$ cat src/rtl/aes_cfg.svh
// aes round configuration: state geometry shared by the whole datapath
`ifndef AES_CFG_SVH
`define AES_CFG_SVH

// columns per state; the state is square, so also the row count
`define AES_NB 4

// bits per state byte
`define AES_BYTE_W 8

// low byte of the field polynomial x^8 + x^4 + x^3 + x + 1
`define AES_POLY 8'h1b

`endif

$ cat src/rtl/aes_pkg.sv
// aes package: byte, row and state types plus GF(2^8) doubling
`default_nettype none

`include "aes_cfg.svh"

package aes_pkg;

  // one state byte
  typedef logic [`AES_BYTE_W-1:0] byte_t;

  // one state row, element 0 is column 0
  typedef byte_t [`AES_NB-1:0] row_t;

  // full state in aes byte order
  // element k sits at column k/NB, row k%NB; element 0 is the msb byte
  typedef byte_t [0:`AES_NB*`AES_NB-1] state_t;

  // multiply by x in GF(2^8)
  // shift left, fold the carry back in with the reduction polynomial
  function automatic byte_t xtime(input byte_t b);
    byte_t shifted;
    shifted = {b[`AES_BYTE_W-2:0], 1'b0};
    if (b[`AES_BYTE_W-1])
    begin
      shifted = shifted ^ `AES_POLY;
    end
    return shifted;
  endfunction

endpackage

`default_nettype wire

$ cat src/rtl/state_loader.sv
// state loader: input register stage, splits state and key into rows
`timescale 1ns/1ns
`default_nettype none

`include "aes_cfg.svh"

module state_loader (
  input  logic                    clk,
  input  logic                    resetn,
  input  logic                    in_valid,
  output logic                    in_ready,
  input  aes_pkg::state_t         in_state,
  input  aes_pkg::state_t         in_key,
  output logic                    row_valid,
  input  logic [`AES_NB-1:0]      row_ready,
  output aes_pkg::row_t           row_data [`AES_NB],
  output aes_pkg::row_t           key_data [`AES_NB]
);

  // entry occupied
  logic            full;
  // held state and key, column-major
  aes_pkg::state_t state_q;
  aes_pkg::state_t key_q;
  // all rotators take the rows on the same edge
  logic            row_fire;

  assign row_valid = full;
  assign row_fire  = full & (&row_ready);
  // free, or being drained this cycle
  assign in_ready  = ~full | row_fire;

  always_ff @(posedge clk)
  begin
    if (!resetn)
    begin
      full <= 1'b0;
    end
    else if (in_valid && in_ready)
    begin
      full <= 1'b1;
    end
    else if (row_fire)
    begin
      full <= 1'b0;
    end
  end

  // payload only moves on an accepted input
  always_ff @(posedge clk)
  begin
    if (in_valid && in_ready)
    begin
      state_q <= in_state;
      key_q   <= in_key;
    end
  end

  // transpose: row r, column c comes from byte c*NB + r
  always_comb
  begin
    for (int r = 0; r < `AES_NB; r++)
    begin
      for (int c = 0; c < `AES_NB; c++)
      begin
        row_data[r][c] = state_q[c*`AES_NB + r];
        key_data[r][c] = key_q[c*`AES_NB + r];
      end
    end
  end

endmodule

`default_nettype wire

$ cat src/rtl/row_rotator.sv
// row rotator: register stage doing the ShiftRows left rotation of one row
`timescale 1ns/1ns
`default_nettype none

`include "aes_cfg.svh"

module row_rotator #(
  // bytes to rotate left, normally the row index
  parameter int ROW = 0
) (
  input  logic          clk,
  input  logic          resetn,
  input  logic          in_valid,
  output logic          in_ready,
  input  aes_pkg::row_t in_row,
  input  aes_pkg::row_t in_key,
  output logic          out_valid,
  input  logic          out_ready,
  output aes_pkg::row_t out_row,
  output aes_pkg::row_t out_key
);

  logic full;

  assign out_valid = full;
  // accept when empty or when the held row leaves this cycle
  assign in_ready  = ~full | out_ready;

  always_ff @(posedge clk)
  begin
    if (!resetn)
    begin
      full <= 1'b0;
    end
    else if (in_ready)
    begin
      // load, drain, or both at once
      full <= in_valid;
    end
  end

  // column c takes input column (c + ROW) mod NB
  // key row rides along untouched
  always_ff @(posedge clk)
  begin
    if (in_valid && in_ready)
    begin
      for (int c = 0; c < `AES_NB; c++)
      begin
        out_row[c] <= in_row[(c + ROW) % `AES_NB];
      end
      out_key <= in_key;
    end
  end

endmodule

`default_nettype wire

$ cat src/rtl/column_mixer.sv
// column mixer: output stage doing MixColumns and AddRoundKey on the rows
`timescale 1ns/1ns
`default_nettype none

`include "aes_cfg.svh"

module column_mixer (
  input  logic                clk,
  input  logic                resetn,
  input  logic [`AES_NB-1:0]  rot_valid,
  output logic                mix_ready,
  input  aes_pkg::row_t       rot_row [`AES_NB],
  input  aes_pkg::row_t       rot_key [`AES_NB],
  output logic                out_valid,
  input  logic                out_ready,
  output aes_pkg::state_t     out_state
);

  // output register occupied
  logic            full;
  // room for a new state this cycle
  logic            space;
  // every rotator is presenting a row
  logic            rows_valid;
  // combinational round result
  aes_pkg::state_t mix_state;

  assign out_valid  = full;
  assign space      = ~full | out_ready;
  assign rows_valid = &rot_valid;
  // shared ready, so no rotator drains unless the whole set is taken
  assign mix_ready  = space & rows_valid;

  always_ff @(posedge clk)
  begin
    if (!resetn)
    begin
      full <= 1'b0;
    end
    else if (space)
    begin
      full <= rows_valid;
    end
  end

  // MixColumns as the circulant 2 3 1 1
  // row r of column c:
  //   2*a[r] ^ 3*a[r+1] ^ a[r+2] ^ a[r+3], indices mod NB
  // 3*a is xtime(a) ^ a
  // key byte for (r, c) is xored straight in
  always_comb
  begin
    for (int c = 0; c < `AES_NB; c++)
    begin
      for (int r = 0; r < `AES_NB; r++)
      begin
        mix_state[c*`AES_NB + r] =
            aes_pkg::xtime(rot_row[r][c])
          ^ aes_pkg::xtime(rot_row[(r + 1) % `AES_NB][c])
          ^ rot_row[(r + 1) % `AES_NB][c]
          ^ rot_row[(r + 2) % `AES_NB][c]
          ^ rot_row[(r + 3) % `AES_NB][c]
          ^ rot_key[r][c];
      end
    end
  end

  // capture on the same edge the rows are taken
  always_ff @(posedge clk)
  begin
    if (mix_ready)
    begin
      out_state <= mix_state;
    end
  end

endmodule

`default_nettype wire

$ cat src/rtl/round_linear_top.sv
// aes round linear top: ShiftRows, MixColumns and AddRoundKey pipeline
`timescale 1ns/1ns
`default_nettype none

`include "aes_cfg.svh"

module round_linear_top (
  input  logic            clk,
  input  logic            resetn,
  input  logic            in_valid,
  output logic            in_ready,
  input  aes_pkg::state_t in_state,
  input  aes_pkg::state_t in_key,
  output logic            out_valid,
  input  logic            out_ready,
  output aes_pkg::state_t out_state
);

  // loader to rotators
  logic                row_valid;
  logic [`AES_NB-1:0]  row_ready;
  aes_pkg::row_t       row_data [`AES_NB];
  aes_pkg::row_t       key_data [`AES_NB];

  // rotators to mixer
  logic [`AES_NB-1:0]  rot_valid;
  logic                mix_ready;
  aes_pkg::row_t       rot_row [`AES_NB];
  aes_pkg::row_t       rot_key [`AES_NB];

  state_loader loader_i (
    .clk       (clk),
    .resetn    (resetn),
    .in_valid  (in_valid),
    .in_ready  (in_ready),
    .in_state  (in_state),
    .in_key    (in_key),
    .row_valid (row_valid),
    .row_ready (row_ready),
    .row_data  (row_data),
    .key_data  (key_data)
  );

  // one rotator per row, rotation equal to the row index
  // shared valid in and shared ready back keep the four in lockstep
  for (genvar r = 0; r < `AES_NB; r++)
  begin : g_row
    row_rotator #(
      .ROW (r)
    ) rotator_i (
      .clk       (clk),
      .resetn    (resetn),
      .in_valid  (row_valid),
      .in_ready  (row_ready[r]),
      .in_row    (row_data[r]),
      .in_key    (key_data[r]),
      .out_valid (rot_valid[r]),
      .out_ready (mix_ready),
      .out_row   (rot_row[r]),
      .out_key   (rot_key[r])
    );
  end

  column_mixer mixer_i (
    .clk       (clk),
    .resetn    (resetn),
    .rot_valid (rot_valid),
    .mix_ready (mix_ready),
    .rot_row   (rot_row),
    .rot_key   (rot_key),
    .out_valid (out_valid),
    .out_ready (out_ready),
    .out_state (out_state)
  );

endmodule

`default_nettype wire

$ cat config.mk
export PLATFORM = sky130hd
export DESIGN_NAME = round_linear_top
export DESIGN_NICKNAME = d
export VERILOG_FILES = /design/src/rtl/aes_pkg.sv /design/src/rtl/state_loader.sv /design/src/rtl/row_rotator.sv /design/src/rtl/column_mixer.sv /design/src/rtl/round_linear_top.sv
export VERILOG_INCLUDE_DIRS = /design/src /design/src/rtl
export SDC_FILE = /design/constraint.sdc
export NUM_CORES = 1
export LEC_CHECK = 0
export ABC_CLOCK_PERIOD_IN_PS = 26300
export BUFFER_PORTS_ARGS = -buffer_cell sky130_fd_sc_hd__buf_2
export CAP_MARGIN = 20
export CORE_MARGIN = 2
export CORE_UTILIZATION = 50
export CTS_BUF_LIST = sky130_fd_sc_hd__clkbuf_8
export CTS_CLUSTER_SIZE = 12
export DETAILED_ROUTE_END_ITERATION = 8
export GPL_ROUTABILITY_DRIVEN = 0
export PLACE_DENSITY = 0.83
export RECOVER_POWER = 25
export SLEW_MARGIN = 40
export SYNTH_ARGS = -nofsm -noshare
export SYNTH_HDL_FRONTEND = slang
export SYNTH_SLANG_ARGS = --single-unit
$ cat constraint.sdc
create_clock -name clk -period 26.3 [get_ports clk]
set_input_delay 2.63 -clock clk [delete_from_list [all_inputs] [get_ports clk]]
set_output_delay 2.63 -clock clk [all_outputs]
set_load 0.05 [all_outputs]
==> flow_metrics.tcl <==
set metrics [dict create \
    hpwl_microns 34000 \
    ys_top_cells_by_area "edfxtp_1 (78%), xnor2_1 (17%), xor2_1 (2.5%)" \
    grt_use_met3_pct 3.96 \
    die_h_microns 226 \
    synth_edf_count 640 \
    wl_per_cell_microns 19.7 \
    setup_viol 0 \
    synth_top_cell_area_share_pct 78.1 \
    multi_input_area_sq_mm 0.00515 \
    seq_area_frac_synth_pct 78.6 \
    drive_above_1_share_pct 29.1 \
    met1_usage_pct 23.4 \
    cts_sinks 646 \
    path_clk_slew_ns 0.06 \
    rr_worst_depth 3 \
    grt_pass1_wl_microns 71300 \
    cts_buffers 100 \
    cts_root_buf "clkbuf_8" \
    async_flop_share_pct 0 \
    fin_setup_tns_ns 0 \
    grtUsageMet2_pct 32.0 \
    seqPwrFrac_pct 54.9 \
    whs_path_depth 0 \
    final_max_slew_viol_count 0 \
    hp-start "loader_i.row_data[59]$_DFFE_PP_" \
    hold_viol_final 0 \
    io_buffers 389 \
    num_io_pins 390 \
    cts_setup_buffers 0 \
    post_cts_resized 0 \
    rsz0062_at_grt "false" \
    r2r_start "g_row[2].rotator_i.out_valid$_SDFFE_PN0N_" \
    cp-start-kind "primary input" \
    fin_skew_ns 0.0232 \
    utilization_pct 60.1 \
    drc_errors 0 \
    overflow 0 \
    intPower_mw 1.75 \
    clk_path_buf_depth 3 \
    core_sq_mm 0.0487 \
    cp_max_fo 7 \
    grt-busiest-layer "met2" \
    whs_ns 0.402 \
    worst_slew_pin_slew_ns 0.977 \
    hold_path.class "flop to flop" \
    swShare_pct 23.3 \
    synth_area_per_cell_sq_um 19.8 \
    cts_htree_levels 3 \
    critPathKind "primary input to output port" \
    grt_pass1_vias 12528 \
    cap_violations 0 \
    endpoint_kind "output port" \
    synth_cell_types 22 \
    drt_iter0_drc 677 \
    yosysTopAreaCell "edfxtp_1" \
    postRouteAntennaNets 0 \
    hold_buffers 0 \
    p_sw_mw 0.531 \
    vias 11772 \
    vias_per_cell 4.74 \
    status "completed" \
    yosys_warnings 0 \
    chipWidth_microns 226 \
    rows 81 \
    sequential_cell_area_sq_mm 0.0193 \
    vdd_drop_max_v 0.0000500 \
    whs_endpoint "g_row[2].rotator_i.out_row[11]$_DFFE_PP_" \
    slew_headroom_pct 34.7 \
    stdcell_area_sq_mm 0.0293 \
    leakage_nw 10.2 \
    area_growth_pct 19.0 \
    start_util_pct 50.5 \
    syn_inst 1240 \
    synth_seq_cells 646 \
    fillCellCount 3497 \
    worstPathArrival_ns 3.61 \
    placed_cell_area_sq_mm 0.0275 \
    fin_crit_sh_pct 23.7 \
    grt_usage_pct 19.2 \
    dr.pass1.iters 5 \
    synth_ff_type "edfxtp_1" \
    required_ns 23.67 \
    power_frac_comb_pct 11.2 \
    synth_nets 1500 \
    fin_crit_ns 6.24 \
    reg2reg_to "mixer_i.out_state[109]$_DFFE_PP_" \
    syn_area_sq_mm 0.0246 \
    insertion_delay_ns 0.68 \
    wl_microns 49000 \
    powerDensity_mw_per_mm2 78.0 \
    cts_tree "done" \
    r2r_setup_slack_ns 23.75 \
    die_area_sq_mm 0.0510 \
    p_clk_share_pct 33.9 \
    max_freq_mhz 160 \
    grt_max_degree 114 \
    final_nets 1991 \
    antenna_found_initial 11 \
]
-- cell usage after synthesis, drive strengths merged, types with 3 or more instances --
cell / count
o21a: 5
a41oi: 4
edfxtp: 640
xor2: 78
nor2b: 5
clkbuf: 7
inv: 5
xnor3: 3
dfxtp: 6
xnor2: 479
-- registers in the layout, summed over array words and instances, names as in the netlist --
signal,count
loader_i.key_data,128
g_row.rotator_i.out_valid,4
mixer_i.out_state,128
mixer_i.out_valid,1
g_row.rotator_i.out_key,128
loader_i.row_valid,1
g_row.rotator_i.out_row,128
loader_i.row_data,128
-- worst max-delay path, cell delays in order --
cell and delay, ns:
buf_2 0.09, nand2b_1 0.23, a21oi_1 0.36, inv_1 0.08, buf_2 0.22
-- per-layer routing --
metal  part of all wire [%]  up-vias  wire length (microns)
met4                    4.4        0                   2150
met5                      0        -                      0
met1                     40     5789                  19500
li1                       -     5460                      -
met2                     51      405                  24800
met3                    5.1      118                   2510
-- layout by cell type, fill, tap and decap left out --
cell / netlist / routed
diode_2: 0 / 14
nand2b_1: 1 / 1
xor2_2: 6 / 2
bufinv_16: 0 / 5
clkinv_1: 0 / 21
inv_1: 5 / 40
clkbuf_8: 0 / 102
buf_2: 1 / 389
inv_6: 0 / 1
clkinv_2: 0 / 10
o41ai_1: 1 / 1
dfxtp_1: 6 / 6
nand4_1: 1 / 1
buf_16: 0 / 1
xnor3_1: 3 / 3
buf_12: 0 / 1
o21a_1: 5 / 5
a21oi_1: 1 / 1
buf_6: 0 / 6
a41oi_1: 4 / 4
nor2b_4: 0 / 5
a21boi_0: 1 / 1
and2_4: 0 / 1
and4_1: 1 / 1
xnor2_1: 478 / 479
xor2_1: 69 / 76
clkinvlp_4: 0 / 2
edfxtp_1: 640 / 640
-- worst max-delay path by stage --
stage              start                        endpoint  slack, ns
6_report       out_ready                        in_ready      20.06
2_1_floorplan  out_ready  loader_i.key_data[0]$_DFFE_PP_      11.21
4_1_cts        out_ready                        in_ready      20.05
5_1_grt        out_ready                        in_ready      19.96
3_5_place_dp   out_ready                        in_ready      20.06
3_3_place_gp   out_ready                        in_ready      20.08
-- kinds of logic (layout without fill, tap and decap cells) --
kind of cell / after synthesis / in the layout / synth area share, %
simple gates: 9 / 9 / 0.239
other cells: 0 / 14 / 0
flops: 646 / 646 / 78.6
buf+inv: 13 / 578 / 0.214
xor+xnor: 560 / 560 / 20.5
compound gates: 12 / 12 / 0.381
-- cell type report --
cell class	instances	area share [%]
diodes	14	0.120
clock buffers	102	4.80
clock inverters	74	1.48
inverters	5	0.0641
multi-input cells	581	17.6
flip-flops and latches	646	66.1
well taps	664	2.84
repair buffers	397	7.04
-- power groups by stage --
stage	combinational (mW)	clock, mW	sequential, mW
finish	0.255	0.775	1.26
global route	0.276	0.834	1.26
CTS	0.258	0.793	1.26
detailed placement	0.257	0	1.28
global placement	0.249	0	1.27
floorplan	0.186	0	1.28
-- per-stage QoR --
stage          power (mW)  std cells  worst slack [ns]
2_1_floorplan        1.47       1240             11.21
3_3_place_gp         1.52       2292             20.08
3_5_place_dp         1.53       2293             20.06
4_1_cts              2.31       2469             20.05
5_1_grt              2.37       2481             19.96
6_report             2.28       2483             20.06
Power figures use the tool's default switching activity.
